**src/noc_pkg.sv**
```systemverilog
// NoC channel shared types
`default_nettype none

package noc_pkg;

  localparam int FlitWidth  = 34;                     // Type plus content bits.
  localparam int TypeWidth  = 2;                      // Flit type field.
  localparam int WordWidth  = 32;                     // Payload word.
  localparam int DestWidth  = 4;                      // Destination id.
  localparam int TagWidth   = 24;                     // Packet tag.
  localparam int FlitBuff   = 4;                      // FIFO depth in flits.
  localparam int MaxPktSize = 15;                     // Largest payload count.
  localparam int SizeWidth  = $clog2(MaxPktSize + 1); // Holds 0 to MaxPktSize.
  localparam int PtrWidth   = $clog2(FlitBuff);       // FIFO pointer.
  localparam int CntWidth   = $clog2(FlitBuff + 1);   // FIFO fill level.

  typedef logic [SizeWidth-1:0] size_t;
  typedef logic [PtrWidth-1:0]  ptr_t;
  typedef logic [CntWidth-1:0]  cnt_t;

  typedef enum logic [TypeWidth-1:0] {
    HEAD_FLIT = 2'd0,                                 // Opens a packet.
    BODY_FLIT = 2'd1,                                 // Middle payload word.
    TAIL_FLIT = 2'd2                                  // Last payload word.
  } flit_type_t;

  // Head view of a flit word.
  typedef struct packed {
    flit_type_t            type_f;
    logic [DestWidth-1:0]  dest;
    size_t                 pkt_size;                  // Words that follow.
    logic [TagWidth-1:0]   tag;
  } s_flit_head_t;

  // Data view for body and tail.
  typedef struct packed {
    flit_type_t            type_f;
    logic [WordWidth-1:0]  payload;
  } s_flit_data_t;

  typedef union packed {
    s_flit_head_t head;
    s_flit_data_t data;
  } u_flit_t;

  typedef struct packed {
    logic [DestWidth-1:0]  dest;
    size_t                 pkt_size;
    logic [TagWidth-1:0]   tag;
  } s_pkt_req_t;

  typedef struct packed {
    logic [DestWidth-1:0]  dest;
    size_t                 pkt_size;
    logic [TagWidth-1:0]   tag;
    size_t                 word_cnt;                  // Words received.
    logic [WordWidth-1:0]  checksum;                  // Wrapping word sum.
  } s_pkt_sum_t;

endpackage

`default_nettype wire

```
**src/flit_fifo.sv**
```systemverilog
// Flit FIFO
`default_nettype none

module flit_fifo (
  input  logic             clk,
  input  logic             arst,
  input  logic             write_i,
  input  logic             read_i,
  input  noc_pkg::u_flit_t data_i,
  output noc_pkg::u_flit_t data_o,
  output logic             full_o,
  output logic             empty_o,
  output logic             error_o
);

  logic [noc_pkg::FlitWidth-1:0] mem_q [noc_pkg::FlitBuff]; // Flit storage.
  noc_pkg::ptr_t wr_ptr_q;
  noc_pkg::ptr_t rd_ptr_q;
  noc_pkg::ptr_t wr_ptr_nx;
  noc_pkg::ptr_t rd_ptr_nx;
  noc_pkg::cnt_t count_q;
  logic          do_write;
  logic          do_read;

  always_comb begin
    full_o   = (count_q == noc_pkg::cnt_t'(noc_pkg::FlitBuff)); // All slots taken.
    empty_o  = (count_q == '0);
    do_write = write_i && !full_o;                               // Drop on overflow.
    do_read  = read_i && !empty_o;
    error_o  = (write_i && full_o) || (read_i && empty_o);       // Misuse by the caller.
    wr_ptr_nx = (wr_ptr_q == noc_pkg::ptr_t'(noc_pkg::FlitBuff - 1)) ? '0 : wr_ptr_q + 1'b1;
    rd_ptr_nx = (rd_ptr_q == noc_pkg::ptr_t'(noc_pkg::FlitBuff - 1)) ? '0 : rd_ptr_q + 1'b1;
    data_o   = noc_pkg::u_flit_t'(mem_q[rd_ptr_q]);             // Oldest entry.
  end

  always_ff @(posedge clk or posedge arst) begin
    if (arst) begin
      wr_ptr_q <= '0;
      rd_ptr_q <= '0;
      count_q  <= '0;
    end else begin
      if (do_write) wr_ptr_q <= wr_ptr_nx;
      if (do_read)  rd_ptr_q <= rd_ptr_nx;
      case ({do_write, do_read})
        2'b10:   count_q <= count_q + 1'b1;                     // Push only.
        2'b01:   count_q <= count_q - 1'b1;                     // Pop only.
        default: count_q <= count_q;                            // Both or neither.
      endcase
    end
  end

  always_ff @(posedge clk) begin
    if (do_write) mem_q[wr_ptr_q] <= data_i;
  end

  fifo_no_error: assert property (
    @(posedge clk) disable iff (arst) !error_o
  ) else $error("flit_fifo: write while full or read while empty");

endmodule

`default_nettype wire

```
**src/flit_packetizer.sv**
```systemverilog
// Flit packetizer
`default_nettype none

module flit_packetizer (
  input  logic                           clk,
  input  logic                           arst,
  input  logic                           req_valid_i,
  input  noc_pkg::s_pkt_req_t            req_i,
  output logic                           req_ready_o,
  input  logic                           word_valid_i,
  input  logic [noc_pkg::WordWidth-1:0]  word_i,
  output logic                           word_ready_o,
  output noc_pkg::u_flit_t               flit_o,
  output logic                           flit_valid_o,
  input  logic                           flit_ready_i
);

  typedef enum logic [1:0] {
    IDLE,                                                      // Waiting for request.
    HEAD,                                                      // Head flit offered.
    PAYLOAD                                                    // Words streaming.
  } state_t;

  state_t                state_q;
  noc_pkg::u_flit_t      flit_q;                               // Output flit stage.
  logic                  flit_valid_q;
  noc_pkg::size_t        remain_q;                             // Words still to take.
  noc_pkg::s_flit_head_t head_w;
  noc_pkg::s_flit_data_t data_w;
  logic                  req_xfer;
  logic                  word_xfer;
  logic                  flit_xfer;

  always_comb begin
    req_ready_o  = (state_q == IDLE);
    // Take a word when the stage is free or draining this cycle.
    word_ready_o = (state_q != IDLE) && (remain_q != '0) && (!flit_valid_q || flit_ready_i);
    req_xfer     = req_valid_i && req_ready_o;
    word_xfer    = word_valid_i && word_ready_o;
    flit_xfer    = flit_valid_q && flit_ready_i;
    head_w.type_f   = noc_pkg::HEAD_FLIT;
    head_w.dest     = req_i.dest;
    head_w.pkt_size = req_i.pkt_size;
    head_w.tag      = req_i.tag;
    data_w.type_f   = (remain_q == noc_pkg::size_t'(1)) ? noc_pkg::TAIL_FLIT
                                                        : noc_pkg::BODY_FLIT; // Last word.
    data_w.payload  = word_i;
    flit_o       = flit_q;
    flit_valid_o = flit_valid_q;
  end

  always_ff @(posedge clk or posedge arst) begin
    if (arst) begin
      state_q      <= IDLE;
      flit_valid_q <= 1'b0;
      remain_q     <= '0;
    end else if (req_xfer) begin
      state_q      <= HEAD;
      flit_valid_q <= 1'b1;                                    // Head next cycle.
      remain_q     <= req_i.pkt_size;
    end else if (word_xfer) begin
      state_q      <= PAYLOAD;
      flit_valid_q <= 1'b1;                                    // Stage refilled.
      remain_q     <= remain_q - 1'b1;
    end else if (flit_xfer) begin
      flit_valid_q <= 1'b0;
      state_q      <= (remain_q == '0) ? IDLE : PAYLOAD;       // Done after last flit.
    end
  end

  always_ff @(posedge clk) begin
    if (req_xfer) begin
      flit_q.head <= head_w;
    end else if (word_xfer) begin
      flit_q.data <= data_w;
    end
  end

  flit_held_stable: assert property (
    @(posedge clk) disable iff (arst)
    (flit_valid_o && !flit_ready_i) |=> (flit_valid_o && $stable(flit_o))
  ) else $error("flit_packetizer: flit changed while stalled");

endmodule

`default_nettype wire

```
**src/flit_sink.sv**
```systemverilog
// Flit sink
`default_nettype none

module flit_sink (
  input  logic                clk,
  input  logic                arst,
  input  noc_pkg::u_flit_t    flit_i,
  input  logic                flit_valid_i,
  output logic                flit_ready_o,
  input  logic                stall_i,
  output logic                pkt_done_o,
  output noc_pkg::s_pkt_sum_t pkt_sum_o
);

  logic                xfer;
  logic                is_head;
  logic                is_tail;
  logic                pkt_end;                                // Packet closes now.
  logic                in_pkt_q;
  logic                done_q;
  noc_pkg::s_pkt_sum_t acc_q;                                  // Running summary.
  noc_pkg::s_pkt_sum_t acc_nx;
  noc_pkg::s_pkt_sum_t sum_q;                                  // Last finished packet.

  always_comb begin
    flit_ready_o = !stall_i;                                   // External back-pressure.
    xfer         = flit_valid_i && flit_ready_o;
    is_head      = (flit_i.head.type_f == noc_pkg::HEAD_FLIT);
    is_tail      = (flit_i.data.type_f == noc_pkg::TAIL_FLIT);
    pkt_end      = xfer && (is_tail || (is_head && (flit_i.head.pkt_size == '0)));
    acc_nx          = acc_q;
    acc_nx.word_cnt = acc_q.word_cnt + 1'b1;
    acc_nx.checksum = acc_q.checksum + flit_i.data.payload;    // Wraps at 32 bits.
    if (is_head) begin
      acc_nx.dest     = flit_i.head.dest;
      acc_nx.pkt_size = flit_i.head.pkt_size;
      acc_nx.tag      = flit_i.head.tag;
      acc_nx.word_cnt = '0;
      acc_nx.checksum = '0;
    end
    pkt_done_o = done_q;
    pkt_sum_o  = sum_q;
  end

  always_ff @(posedge clk or posedge arst) begin
    if (arst) begin
      in_pkt_q <= 1'b0;
      done_q   <= 1'b0;
    end else begin
      done_q <= pkt_end;                                       // One-cycle pulse.
      if (xfer && is_head) begin
        in_pkt_q <= (flit_i.head.pkt_size != '0);
      end else if (xfer && is_tail) begin
        in_pkt_q <= 1'b0;
      end
    end
  end

  always_ff @(posedge clk) begin
    if (xfer)    acc_q <= acc_nx;
    if (pkt_end) sum_q <= acc_nx;
  end

  payload_inside_packet: assert property (
    @(posedge clk) disable iff (arst) (xfer && !is_head) |-> in_pkt_q
  ) else $error("flit_sink: body or tail flit without a head");

endmodule

`default_nettype wire

```
**src/vc_buffer.sv**
```systemverilog
// Virtual channel buffer
`default_nettype none

module vc_buffer (
  input  logic             clk,
  input  logic             arst,
  input  noc_pkg::u_flit_t flit_i,
  input  logic             valid_i,
  output logic             ready_o,
  output noc_pkg::u_flit_t flit_o,
  output logic             valid_o,
  input  logic             ready_i,
  output logic             full_o,
  output logic             empty_o
);

  logic write_flit;
  logic read_flit;
  logic is_head;
  logic is_tail;
  logic locked_q;                                              // Packet in progress.

  flit_fifo u_vc_fifo (
    .clk     (clk),
    .arst    (arst),
    .write_i (write_flit),
    .read_i  (read_flit),
    .data_i  (flit_i),
    .data_o  (flit_o),
    .full_o  (full_o),
    .empty_o (empty_o),
    .error_o ()
  );

  always_comb begin
    is_head    = (flit_i.head.type_f == noc_pkg::HEAD_FLIT);
    is_tail    = (flit_i.data.type_f == noc_pkg::TAIL_FLIT);
    ready_o    = !full_o && !(is_head && locked_q);            // New head waits for tail.
    write_flit = valid_i && ready_o;
    valid_o    = !empty_o;
    read_flit  = valid_o && ready_i;
  end

  always_ff @(posedge clk or posedge arst) begin
    if (arst) begin
      locked_q <= 1'b0;
    end else if (write_flit) begin
      if (is_head && (flit_i.head.pkt_size != '0)) begin
        locked_q <= 1'b1;                                      // Multi-flit packet opens.
      end else if (is_tail) begin
        locked_q <= 1'b0;                                      // Packet closes.
      end
    end
  end

  no_payload_while_unlocked: assert property (
    @(posedge clk) disable iff (arst) (write_flit && !is_head) |-> locked_q
  ) else $error("vc_buffer: body or tail written outside a packet");

endmodule

`default_nettype wire

```
**src/vc_channel_top.sv**
```systemverilog
// Virtual channel top level
`default_nettype none

module vc_channel_top (
  input  logic                           clk,
  input  logic                           arst,
  input  logic                           req_valid_i,
  input  noc_pkg::s_pkt_req_t            req_i,
  output logic                           req_ready_o,
  input  logic                           word_valid_i,
  input  logic [noc_pkg::WordWidth-1:0]  word_i,
  output logic                           word_ready_o,
  input  logic                           stall_i,
  output logic                           pkt_done_o,
  output noc_pkg::s_pkt_sum_t            pkt_sum_o,
  output logic                           full_o,
  output logic                           empty_o
);

  noc_pkg::u_flit_t pk_flit;                                   // Packetizer to buffer.
  logic             pk_valid;
  logic             pk_ready;
  noc_pkg::u_flit_t bf_flit;                                   // Buffer to sink.
  logic             bf_valid;
  logic             sk_ready;

  flit_packetizer u_packetizer (
    .clk          (clk),
    .arst         (arst),
    .req_valid_i  (req_valid_i),
    .req_i        (req_i),
    .req_ready_o  (req_ready_o),
    .word_valid_i (word_valid_i),
    .word_i       (word_i),
    .word_ready_o (word_ready_o),
    .flit_o       (pk_flit),
    .flit_valid_o (pk_valid),
    .flit_ready_i (pk_ready)
  );

  vc_buffer u_vc_buffer (
    .clk     (clk),
    .arst    (arst),
    .flit_i  (pk_flit),
    .valid_i (pk_valid),
    .ready_o (pk_ready),
    .flit_o  (bf_flit),
    .valid_o (bf_valid),
    .ready_i (sk_ready),
    .full_o  (full_o),
    .empty_o (empty_o)
  );

  flit_sink u_sink (
    .clk          (clk),
    .arst         (arst),
    .flit_i       (bf_flit),
    .flit_valid_i (bf_valid),
    .flit_ready_o (sk_ready),
    .stall_i      (stall_i),
    .pkt_done_o   (pkt_done_o),
    .pkt_sum_o    (pkt_sum_o)
  );

endmodule

`default_nettype wire

```
**config.mk**
```make
export PLATFORM = sky130hd
export DESIGN_NAME = vc_channel_top
export DESIGN_NICKNAME = d
export VERILOG_FILES = /design/src/noc_pkg.sv /design/src/flit_fifo.sv /design/src/flit_packetizer.sv /design/src/flit_sink.sv /design/src/vc_buffer.sv /design/src/vc_channel_top.sv
export SDC_FILE = /design/constraint.sdc
export NUM_CORES = 1
export LEC_CHECK = 0
export BUFFER_PORTS_ARGS = -buffer_cell sky130_fd_sc_hd__buf_4
export CAP_MARGIN = 10
export CORE_MARGIN = 4
export CORE_UTILIZATION = 45
export DETAILED_ROUTE_END_ITERATION = 6
export GPL_TIMING_DRIVEN = 0
export SYNTH_ARGS = -nofsm -noshare
export SYNTH_HDL_FRONTEND = slang
export SYNTH_HIERARCHICAL = 1
export SYNTH_SLANG_ARGS = --single-unit
```
**constraint.sdc**
```tcl
create_clock -name clk -period 26.4 [get_ports clk]
set_input_delay 1.32 -clock clk [delete_from_list [all_inputs] [get_ports clk]]
set_output_delay 1.32 -clock clk [all_outputs]
set_load 0.01 [all_outputs]
```
=== After elaboration in Yosys (flattened, before gate mapping) ===
Memory sizes are Yosys's and may differ from the RTL's.
Index checks and enable logic that the tools add are counted.

* Bits in registers: 186
* Bits in writable memories: 136
* Output and inout bits: 73
* Word-level logic and storage cells: 90
* Memories kept: 1

* Add/subtract/negate cells: 7
* Eq/ne operators: 8
* Multiplexer cells: 20
* Reductions and logical operators: 34

{| class="wikitable"
|+ Memory list
! memory !! words !! bits a word !! read ports !! clocked after memory_dff !! write ports !! RTL line !! RTL
|-
| u_vc_buffer.u_vc_fifo.mem_q || 4 || 34 || 1 || 0 || 1 || flit_fifo.sv:16 || <nowiki>logic [noc_pkg::FlitWidth-1:0] mem_q [noc_pkg::FlitBuff];</nowiki>
|}

{| class="wikitable"
|+ Operator list
! cell !! count
|-
| 68-bit two-way mux || 1
|-
| 32-bit two-way mux || 2
|-
| 32-bit adder || 1
|-
| 2-bit two-way mux || 7
|-
| 1-bit logical AND || 13
|-
| 2-bit == test, second input constant || 5
|-
| 4-bit zero test || 2
|-
| 4-bit two-way mux || 2
|-
| 2-bit nonzero test || 4
|-
| 4-bit nonzero test || 2
|-
| 1-bit two-way mux || 7
|-
| 2-bit zero test || 3
|-
| 3-bit one-hot mux with 2 select lines || 1
|-
| 1-bit zero test || 5
|-
| 2-bit by 1-bit adder with 2-bit output, second input constant || 2
|-
| 4-bit by 1-bit adder with 4-bit output, second input constant || 1
|-
| 4-bit by 1-bit == test with 1-bit output, second input constant || 1
|-
| 4-bit by 1-bit subtractor with 4-bit output, second input constant || 1
|-
| 3-bit by 1-bit adder with 3-bit output, second input constant || 1
|-
| 3-bit == test, second input constant || 1
|-
| 3-bit zero test || 1
|-
| 3-bit nonzero test || 1
|-
| 3-bit by 1-bit subtractor with 3-bit output, second input constant || 1
|-
| 2-bit by 1-bit == test with 1-bit output, second input constant || 1
|-
| 2 further kinds || 3
|}

=== Depth between registers and ports, before layout ===
Gate-level depths: netlist of run 1.

* Depth in word-level cells: 9
* Depth in mapped cells: 12

=== Modules after synthesis ===
The synthesis of run 1 kept the hierarchy.

{| class="wikitable"
|+ By module, submodules not included
! module !! instances !! cells each !! area an instance (um^2) !! seq. area each (um^2)
|-
| flit_sink || 1 || 545 || 6547.5 || 4108.9
|-
| flit_fifo || 1 || 221 || 5421.4 || 4259.1
|-
| flit_packetizer || 1 || 191 || 1890.6 || 1176.1
|-
| vc_buffer || 1 || 11 || 78.8 || 25.0
|}

=== Least setup slack after synthesis of run 1 ===
No wires, ideal clock.

* Path type: in2reg
* Start point: in stall_i
* End point: reg u_sink.done_q (netlist: u_sink/pkt_done_o)
* Setup time: 0.636 ns
* Data arrival time: 9.324 ns
* Data required time: 25.764 ns
* Setup slack: 16.439 ns
* Stages: 2
* Cells stage by stage: nor2b_1 nor3b_1

* Cells in the longest elaborated chain, start to end: 3

{| class="wikitable"
|+ RTL lines
! what !! RTL line !! RTL
|-
| from (decl) || vc_channel_top.sv:13 || <nowiki>input logic stall_i,</nowiki>
|-
| 1-bit zero test || flit_sink.sv:26 || <nowiki>flit_ready_o = !stall_i;</nowiki>
|-
| 1-bit logical AND || flit_sink.sv:27 || <nowiki>xfer = flit_valid_i && flit_ready_o;</nowiki>
|-
| 1-bit logical AND || flit_sink.sv:30 || <nowiki>pkt_end = xfer && (is_tail || (is_head && (flit_i.head.pkt_size == '0)));</nowiki>
|-
| via u_sink.pkt_end || flit_sink.sv:18 || <nowiki>logic pkt_end;</nowiki>
|-
| to (signal assigned) || flit_sink.sv:50 || <nowiki>done_q <= pkt_end;</nowiki>
|-
| to (decl) || flit_sink.sv:20 || <nowiki>logic done_q;</nowiki>
|}

The timed path passes the listed nets, and every way through them passes these cells.
A chain may end at the register's enable or synchronous reset.

==> summary.md, run 1 <==
| Metric | Value |
|---|---|
| Status | finished clean |
| Tcrit/Tclk final | 13.9% |
| Share of layout cells above drive strength 1 | 24.3% |
| Arr. time, crit path | 3.94 ns |
| Initial Util | 45.5% |
| Final setup viols | 0 |
| FF+latch area | 9570 sq um |
| Vias in the first global route | 8,131 |
| Pins Over Slew Limit | 0 |
| RSZ-0062 raised after global routing | no |
| # Max-Cap Violations | 0 |
| Die footprint | 33,800 sq um |
| Via count | 8,097 |
| CTS Sinks | 322 |
| Drt pass-1 iters | 4 |
| Root Buffer | clkbuf_16 |
| H-tree lvl count | 2 |
| Synth warnings | 6 |
| Via/cell ratio | 5.16 |
| Area Overhead vs Synth | 20.0% |
| Routed wire length | 28.4 mm |
| Core area | 30,600 sq um |
| Die Y | 184 um |
| IO Port Bufs | 141 |
| GRT overflow | 0 |
| CTS tree | yes |
| Synth Area per Inst | 14.4 sq um |
| Synthesized instance count | 966 |
| Multi-input logic area | 4060 sq um |
| # DRC | 0 |
| Die width | 184 um |
| Std-Cell Rows | 64 |
| Antenna Nets Post-Route | 0 |
| CTS max path bufs | 3 |
| Antenna fix cells | 0 |
| Largest net degree at the start of global routing | 35 |
| Wire per inst | 18.1 um |
| Slew @ Worst Pin | 1.03 ns |
| Iter 0 DRT Violations | 496 |
| Crit end category | flop |
| Fillers | 2,571 |
| First-pass GRT wire length | 44.6 mm |
| Post-Route Setup TNS | 0 ns |
| Post-CTS Resized | 0 |
| Critical Path RT | 26.66 ns |
| Clk Latency, worst-skew pair | 0.51 ns |
| Crit path max fanout | 10 |
| Placer Congestion | 0.871 |
| Total Routing Usage GR | 16.8% |
| Nets | 1,263 |
| Fmax | 272 MHz |
| Fin crit period | 3.67 ns |
| Critical Path Start Type | flop |
| Number of hold buffers added after cts | 0 |
| Clk_skew | 0.0259 ns |
| Relative slew slack | 30.7% |
| Initial antenna violation count | 0 |
| Final Hold Viols | 0 |
| Mapped Nets | 1,078 |
| Total setup buffers inserted after CTS | 0 |
| Synth Cell Area | 13,900 sq um |
| Total CTS buffers | 34 |
| Io pins | 142 |
| Class of the worst hold path | flop to flop |
| Setup CP Type | flop to flop |
| Post-DP HPWL | 20.1 mm |
| Worst-path clk slew | 0.06 ns |
[path summary, 6_finish.rpt]
check                      cells past startpoint                                            to  slack, ns                                          start
hold reg to reg                                1  u_vc_buffer/u_vc_fifo/count_q[2]$_DFFE_PP0P_       0.49   u_vc_buffer/u_vc_fifo/count_q[2]$_DFFE_PP0P_
max in group asynchronous                      2  u_vc_buffer/u_vc_fifo/count_q[1]$_DFFE_PP0P_      25.37                                           arst
min in group asynchronous                      2                   u_sink/pkt_done_o$_DFF_PP0_       0.69                                           arst
setup reg to reg                              11                u_sink/pkt_sum_o[22]$_DFFE_PP_      22.73  u_vc_buffer/u_vc_fifo/rd_ptr_q[0]$_DFFE_PP0P_
setup / recovery                              11                u_sink/pkt_sum_o[22]$_DFFE_PP_      22.73  u_vc_buffer/u_vc_fifo/rd_ptr_q[0]$_DFFE_PP0P_
hold / removal                                 1  u_vc_buffer/u_vc_fifo/count_q[2]$_DFFE_PP0P_       0.49   u_vc_buffer/u_vc_fifo/count_q[2]$_DFFE_PP0P_
[worst max-delay path, stage by stage (launching register included)]
cell	delay (ns)
dfrtp_1	0.37
buf_6	0.19
buf_12	0.17
mux4_2	0.57
ha_1	0.42
and4_1	0.25
a32oi_1	0.29
and3_1	0.22
a22o_1	0.31
nor3_1	0.11
o21a_1	0.18
nor3_1	0.35
[layer usage]
| layer | vias to the layer above | global-route usage [%] | share of wire, % |
|---|---|---|---|
| met5 | - | 0 | 0 |
| met4 | 0 | 4.50 | 2.0 |
| met1 | 3910 | 24.3 | 46 |
| met2 | 197 | 26.9 | 46 |
| met3 | 43 | 2.83 | 5.2 |
| li1 | 3947 | - | - |
[state kept, by name, summed over array words and instances (netlist names), 2 cells and up]
name and flops:
u_sink/pkt_sum_o 68, u_packetizer/flit_o 34, u_sink/acc_q 68, u_packetizer/remain_q 4, u_packetizer/state_q 2, u_vc_buffer/u_vc_fifo/rd_ptr_q 2
u_vc_buffer/u_vc_fifo/count_q 3, u_vc_buffer/u_vc_fifo/wr_ptr_q 2, u_vc_buffer/u_vc_fifo/mem_q 136
[layout by cell type (no fill, tap or decap), types with 7 or more instances in the layout]
cell / n
xnor2_1: 13
buf_4: 143
nand2_1: 231
buf_2: 12
edfxtp_1: 304
mux4_2: 32
ha_1: 41
o21a_1: 12
dfrtp_1: 16
nand4_1: 10
xor2_1: 12
nor2_1: 41
clkbuf_1: 19
nor3_1: 15
o21ai_0: 20
inv_1: 26
a21o_1: 7
a21oi_1: 38
clkbuf_16: 35
[stage by stage]
step | cell area, sq um | util (%) | cells | worst slack (ns) | hold slack, ns
global placement | 15500 | 50.6 | 1503 | 12.59 | 0.472
CTS | 16700 | 54.6 | 1569 | 22.69 | 0.490
global route | 16700 | 54.6 | 1569 | 22.53 | 0.512
floorplan | 13900 | - | 966 | 16.44 | 0.454
finish | 16700 | 54.6 | 1569 | 22.73 | 0.487
detailed placement | 15600 | 51.0 | 1511 | 22.40 | 0.481
[layout make-up]
| cell class | instances | share of cell area (%) |
|---|---|---|
| timing repair buffer | 149 | 7.05 |
| multi-input combinational | 583 | 24.3 |
| clock inverter | 18 | 1.20 |
| buffer | 35 | 1.27 |
| sequential | 322 | 57.2 |
| inverter | 26 | 0.584 |
| clock buffer | 40 | 5.41 |
| tap | 396 | 2.96 |
Power of run 1 is left out: the tool's default activity adds up to more than one toggle a clock period on the data nets, which glitch-free logic cannot reach.
==> inputs of run 2 (changes only) <==
--- a/config.mk
+++ b/config.mk
@@ -5,12 +5,14 @@
 export SDC_FILE = /design/constraint.sdc
 export NUM_CORES = 1
 export LEC_CHECK = 0
+export ABC_AREA = 1
 export BUFFER_PORTS_ARGS = -buffer_cell sky130_fd_sc_hd__buf_4
 export CAP_MARGIN = 10
 export CORE_MARGIN = 4
 export CORE_UTILIZATION = 45
 export DETAILED_ROUTE_END_ITERATION = 6
 export GPL_TIMING_DRIVEN = 0
+export PLACE_DENSITY = 0.66
 export SYNTH_ARGS = -nofsm -noshare
 export SYNTH_HDL_FRONTEND = slang
 export SYNTH_HIERARCHICAL = 1
==> constraint.sdc (replaced) <==
create_clock -name clk -period 3.15 [get_ports clk]
set_input_delay 0.1575 -clock clk [delete_from_list [all_inputs] [get_ports clk]]
set_output_delay 0.1575 -clock clk [all_outputs]
set_load 0.01 [all_outputs]
==> run 2 against run 1 <==
Net effect:
- global-route usage rose by 2.3 points
- count of clock-buffer cells in the layout unchanged
- final cell count up 41%
- critical path depth grew 5
- final area grew 12%
==> summary.md, run 2 <==
| Metric | Value |
|---|---|
| First-pass GRT wire length | 55.2 mm (+24%) |
| Std-Cell Rows | 66 (+3.1%) |
| Largest Register | u_vc_buffer/u_vc_fifo/mem_q |
| Slew @ Worst Pin | 0.856 ns (-0.179 ns) |
| Clk_skew | 0.0297 ns (+0.00385 ns) |
| # Max-Cap Violations | 0 (unchanged) |
| Crit end category | flop |
| Root Buffer | clkbuf_16 |
| Die Y | 190 um (+3.5%) |
| Initial antenna violation count | 1 (+1) |
| Clk Latency, worst-skew pair | 0.51 ns (about the same) |
| Via/cell ratio | 4.93 (-4.6%) |
| Antenna fix cells | 0 (unchanged) |
| GRT overflow | 0 (unchanged) |
| Total Routing Usage GR | 19.1% (+2.3 points) |
| Wire per inst | 15.9 um (-12%) |
| Largest register FFs | 136 (unchanged) |
| Synth Cell Area | 15,000 sq um (+7.6%) |
| CTS tree | yes |
| Die footprint | 36,300 sq um (+7.2%) |
| FF+latch area | 9570 sq um (unchanged) |
| Final setup viols | 0 (unchanged) |
| Cell family with most CP delay | simple AND/OR/NAND/NOR gates |
| CP peak stage delay | 0.40 ns (-0.17 ns) |
| Placed Area | 16,800 sq um (+7.9%) |
| Routed wire length | 35.1 mm (+24%) |
| Iter 0 DRT Violations | 766 (+54%) |
| Mapped Nets | 1,595 (+48%) |
| GRT met1 Usage | 25.9% (+1.6 points) |
| Area Overhead vs Synth | 24.6% |
| Worst-path clk slew | 0.06 ns (about the same) |
| Final Hold Viols | 0 (unchanged) |
| Post-DP HPWL | 25.2 mm (+25%) |
| Final Core Density | 57.1% (+2.4 points) |
| Drt pass-1 iters | 5 (+1) |
| Most Crowded Layer GR | met2 |
| Tcrit/Tclk final | 93.6% (+80 points) |
| Hold_ws | 0.0244 ns (-0.463 ns) |
| Critical Path RT | 3.39 ns (-23.27 ns) |
| H-tree lvl count | 2 (unchanged) |
| Status | finished clean |
| Initial Util | 45.8% (+0.28 points) |
| Cell area after layout | 18,700 sq um (+12%) |
| Class of the worst hold path | primary input to flop |
| Io pins | 142 (unchanged) |
| Antenna Nets Post-Route | 0 (unchanged) |
| Met3 usage | 3.11% (+0.28 points) |
| Commonest non-fill, non-tap cell in the layout | nand2_1 |
| Crit path max fanout | 10 (unchanged) |
| Total CTS buffers | 34 (unchanged) |
| Fmax | 339 MHz (+25%) |
| Multi-input logic area | 4440 sq um (+9.5%) |
| Critical Path Start Type | flop |
| Most frequent cells in the layout | 539 x nand2_1, 304 x edfxtp_1, 216 x inv_1, 154 x buf_4, 70 x nor2_1 |
| CTS Sinks | 322 (unchanged) |
| Nets | 1,854 (+47%) |
| Synth Area per Inst | 10.1 sq um (-30%) |
| CP max-delay cell | dfrtp_1 |
| Post-Route Setup TNS | 0 ns (unchanged) |
| Fin crit period | 2.95 ns (-0.725 ns) |
| Synth warnings | 6 (unchanged) |
| Die width | 190 um (+3.5%) |
| Core area | 32,700 sq um (+6.9%) |
| Relative slew slack | 42.8% (+12 points) |
| Largest net degree at the start of global routing | 41 (+17%) |
| Placer Congestion | 0.931 (+7.0%) |
| Worst Path Buf+Inv | 4 (+2) |
| Synthesized instance count | 1,483 (+54%) |
| Via count | 10,900 (+34%) |
| CTS max path bufs | 3 (unchanged) |
| IO Port Bufs | 141 (unchanged) |
| Fillers | 2,839 (+10%) |
| # DRC | 0 (unchanged) |
| M2 GR Usage | 32.7% (+5.9 points) |
| Vias in the first global route | 10,600 (+30%) |
| Share of layout cells above drive strength 1 | 16.8% (-7.5 points) |
| Cell chain of the critical path | buf_4 > clkbuf_4 > nand2_1 > o211ai_1 > nand2_2 > ha_4 > inv_1 > fa_2 > inv_2 > nand3_1 > nand3_2 > nand3_1 > nand3_2 > nand2_1 > a21oi_1 > nor2_2 |
| Setup CP Type | flop to flop |
| Pins Over Slew Limit | 0 (unchanged) |
| Arr. time, crit path | 3.19 ns (-0.75 ns) |
| RSZ-0062 raised after global routing | no |
==> run 2: worst min-delay path: cells and delay by family <==
| kind | cells | cell delay, ns |
|---|---|---|
| and+or+nand+nor | 2 | 0.16 |
| buffers and inverters | 1 | 0.07 |
==> run 2: layout make-up <==
class | instances | area share, %
Sequential cell | 322 | 51.3
Multi-Input combinational cell | 895 | 23.8
Timing Repair Buffer | 223 | 10.7
Clock buffer | 40 | 4.79
Inverter | 227 | 4.58
Tap cell | 442 | 2.96
Buffer | 39 | 1.20
Clock inverter | 21 | 0.690
==> run 2: layer usage <==
| layer | share of wire (%) | vias up |
|---|---|---|
| met2 | 48 | 305 |
| met5 | 0.037 | - |
| met4 | 1.8 | 2 |
| met3 | 5.9 | 55 |
| met1 | 44 | 5123 |
| li1 | - | 5396 |
==> run 2: per-stage QoR <==
stage,setup WS [ns],cells
floorplan,-0.222,1483
global placement,-1.36,2066
detailed placement,-0.291,2074
CTS,0.00900,2201
global route,0.000885,2209
finish,0.200,2209
==> run 2: final timing paths <==
kind | end | cells past startpoint | slack [ns] | from
worst max-delay path | u_sink/acc_q[28]$_DFFE_PP_ | 16 | 0.20 | u_vc_buffer/u_vc_fifo/rd_ptr_q[0]$_DFFE_PP0P_
worst min-delay path | u_packetizer/flit_o[14]$_DFFE_PP_ | 3 | 0.02 | req_i[14]
worst max register to register | u_sink/acc_q[28]$_DFFE_PP_ | 16 | 0.20 | u_vc_buffer/u_vc_fifo/rd_ptr_q[0]$_DFFE_PP0P_
worst min register to register | u_vc_buffer/u_vc_fifo/count_q[0]$_DFFE_PP0P_ | 1 | 0.49 | u_vc_buffer/u_vc_fifo/count_q[0]$_DFFE_PP0P_
max in group asynchronous | u_packetizer/remain_q[2]$_DFFE_PP0P_ | 3 | 2.75 | arst
min in group asynchronous | u_vc_buffer/locked_q$_DFFE_PP0P_ | 3 | 0.07 | arst
==> run 2: repair_timing <==
action	4_1_cts	5_1_grt
hold buffers	66	0
buffers inserted	0	8
cloned	0	0
pin swaps	0	1
setup endpoints to repair	18	65
endpoints found under the hold margin	50	0
gates resized for setup	6	13
Power of run 2 is left out for the same reason.
==> inputs of run 3 (changes only) <==
--- a/config.mk
+++ b/config.mk
@@ -9,10 +9,10 @@
 export BUFFER_PORTS_ARGS = -buffer_cell sky130_fd_sc_hd__buf_4
 export CAP_MARGIN = 10
 export CORE_MARGIN = 4
-export CORE_UTILIZATION = 45
+export CORE_UTILIZATION = 54
 export DETAILED_ROUTE_END_ITERATION = 6
 export GPL_TIMING_DRIVEN = 0
-export PLACE_DENSITY = 0.66
+export PLACE_DENSITY = 0.77
 export SYNTH_ARGS = -nofsm -noshare
 export SYNTH_HDL_FRONTEND = slang
 export SYNTH_HIERARCHICAL = 1
==> run 3 against run 2 <==
Net effect:
- die area is 16% lower
- global-route usage is 3.2 points higher
- non-clock buffer count is 4 lower
- critical path depth stayed put
- first-iteration DRC count is 13% higher
- count of clock-buffer cells in the layout is 2 lower
- sequential cell count stayed put
- final cell count is 3.5% lower
- highest routed layer is now met4
- via count is 1.3% lower
- setup slack worse by 0.052 ns
- maximum frequency is 1.7% lower
==> summary.md, run 3 (synthesis gave the netlist of run 2 again) <==
| Metric | Value |
|---|---|
| Status | finished clean |
| Arr. time, crit path | 3.31 ns (+0.12 ns) |
| Iter 0 DRT Violations | 864 (+13%) |
| Slew @ Worst Pin | 0.834 ns (-0.0212 ns) |
| Total Routing Usage GR | 22.3% (+3.2 points) |
| Largest net degree at the start of global routing | 41 (unchanged) |
| Antenna Nets Post-Route | 0 (unchanged) |
| Largest Register | u_vc_buffer/u_vc_fifo/mem_q |
| FF-to-FF Start | u_vc_buffer/u_vc_fifo/rd_ptr_q[0]$_DFFE_PP0P_ |
| Io pins | 142 (unchanged) |
| Via count | 10,700 (-1.3%) |
| Setup CP Type | flop to flop |
| Die footprint | 30,500 sq um (-16%) |
| Post-Route Setup TNS | 0 ns (unchanged) |
| Final setup viols | 0 (unchanged) |
| Tcrit/Tclk final | 95.3% (+1.7 points) |
| Fmax | 333 MHz (-1.7%) |
| Crit end category | flop |
| Die width | 175 um (-8.3%) |
| Drt pass-1 iters | 5 (unchanged) |
| CP max-delay cell | dfrtp_1 |
| # Max-Cap Violations | 0 (unchanged) |
| Largest register FFs | 136 (unchanged) |
| CTS max path bufs | 3 (unchanged) |
| Commonest non-fill, non-tap cell in the layout | nand2_1 |
| Core area | 27,100 sq um (-17%) |
| Wire per inst | 16.3 um (+2.4%) |
| Die Y | 175 um (-8.3%) |
| Antenna fix cells | 0 (unchanged) |
| Clk Latency, worst-skew pair | 0.55 ns (+0.04 ns) |
| CTS tree | yes |
| Root Buffer | clkbuf_16 |
| GRT overflow | 0 (unchanged) |
| Most frequent cells in the layout | 539 x nand2_1, 304 x edfxtp_1, 217 x inv_1, 148 x buf_4, 70 x dlygate4sd3_1 |
| Std-Cell Rows | 60 (-9.1%) |
| Fin crit period | 3.00 ns (+0.0522 ns) |
| CP peak stage delay | 0.42 ns (+0.02 ns) |
| Post-DP HPWL | 24.4 mm (-3.0%) |
| Initial Util | 55.3% (+9.5 points) |
| Via/cell ratio | 5.04 (+2.3%) |
| Vias in the first global route | 10,500 (-0.89%) |
| Total setup buffers inserted after CTS | 0 (unchanged) |
| Critical Path Start Type | flop |
| Hold path startpoint | stall_i |
| Crit path max fanout | 10 (unchanged) |
| H-tree lvl count | 1 (-1) |
| Nets | 1,847 (-0.38%) |
| Placer Congestion | 0.933 (+0.17%) |
| RSZ-0062 raised after global routing | no |
| Total CTS buffers | 31 (-8.8%) |
| Initial antenna violation count | 0 (-1) |
| Routed wire length | 34.6 mm (-1.2%) |
| Share of layout cells above drive strength 1 | 16.1% (-0.66 points) |
| Class of the worst hold path | primary input to flop |
| First-pass GRT wire length | 54.2 mm (-1.8%) |
| Relative slew slack | 44.4% (+1.5 points) |
| Clk_skew | 0.0128 ns (-0.0169 ns) |
| Pins Over Slew Limit | 0 (unchanged) |
| # DRC | 0 (unchanged) |
| Critical Path Start | u_vc_buffer/u_vc_fifo/rd_ptr_q[0]$_DFFE_PP0P_ |
| CTS Sinks | 322 (unchanged) |
| IO Port Bufs | 141 (unchanged) |
| Area Overhead vs Synth | 23.3% |
| Worst-path clk slew | 0.06 ns (about the same) |
| Critical Path RT | 3.45 ns (+0.06 ns) |
| Cell chain of the critical path | buf_4 > clkbuf_4 > nand2_1 > o211ai_1 > nand2_2 > ha_2 > inv_1 > fa_1 > inv_1 > nand3_1 > nand3_2 > nand3_1 > nand3_2 > nand2_1 > a21oi_2 > nor2_2 |
| Final Hold Viols | 0 (unchanged) |
==> run 3: final cells by class <==
cell class | instances | area, sq um
Tap cell | 372 | 465
Multi-Input combinational cell | 895 | 4430
Timing Repair Buffer | 219 | 1940
Clock inverter | 19 | 173
Sequential cell | 322 | 9570
Clock buffer | 38 | 802
Buffer | 39 | 221
Inverter | 227 | 855
Fill cell | 1985 | 8640
==> run 3: timing repair <==
item,CTS,global route
cloned,0,0
resized for setup,4,12
hold buffers,70,0
pin swaps,0,0
hold endpoints to repair,52,0
setup endpoints to repair,8,22
==> run 3: path summary, 6_finish.rpt <==
path | end | depth (start not counted) | slack [ns]
worst max-delay path | u_sink/pkt_sum_o[28]$_DFFE_PP_ | 16 | 0.15
worst min-delay path | u_sink/acc_q[0]$_DFFE_PP_ | 2 | 0.04
worst max register to register | u_sink/pkt_sum_o[28]$_DFFE_PP_ | 16 | 0.15
worst min register to register | u_vc_buffer/u_vc_fifo/mem_q[1][6]$_DFFE_PP_ | 0 | 0.49
max in group asynchronous | u_vc_buffer/locked_q$_DFFE_PP0P_ | 5 | 1.91
min in group asynchronous | u_sink/pkt_done_o$_DFF_PP0_ | 4 | 0.60
==> run 3: metal layers <==
| layer | GRT usage, % | routed length, um | vias to the layer above |
|---|---|---|---|
| li1 | - | - | 5374 |
| met1 | 29.1 | 14500 | 4997 |
| met2 | 40.0 | 17500 | 317 |
| met3 | 2.96 | 1970 | 49 |
| met4 | 5.07 | 652 | 0 |
| met5 | 0 | 0 | - |
==> run 3: metrics by stage <==
step | hold WS, ns | util (%) | setup slack (ns) | cells | instance area (sq um)
after detailed placement | 0.0284 | 61.8 | -0.120 | 2004 | 16700
after global placement | 0.0226 | 61.0 | -1.30 | 1996 | 16500
after floorplan | -0.114 | - | -0.222 | 1483 | 15000
final | 0.0354 | 68.1 | 0.148 | 2131 | 18500
after global routing | 0.0323 | 68.1 | 0.00350 | 2131 | 18500
after CTS | 0.00504 | 68.0 | 0.0350 | 2131 | 18400
==> run 3: critical path: cells and delay by family (launching register included) <==
| kind | cells | cell delay (ns) |
|---|---|---|
| adders and majority gates | 2 | 0.62 |
| DFF | 1 | 0.42 |
| and+or+nand+nor | 8 | 0.87 |
| AOI/OAI and AO/OA | 2 | 0.28 |
| buffers and inverters | 4 | 0.58 |
Power of run 3 is left out for the same reason.
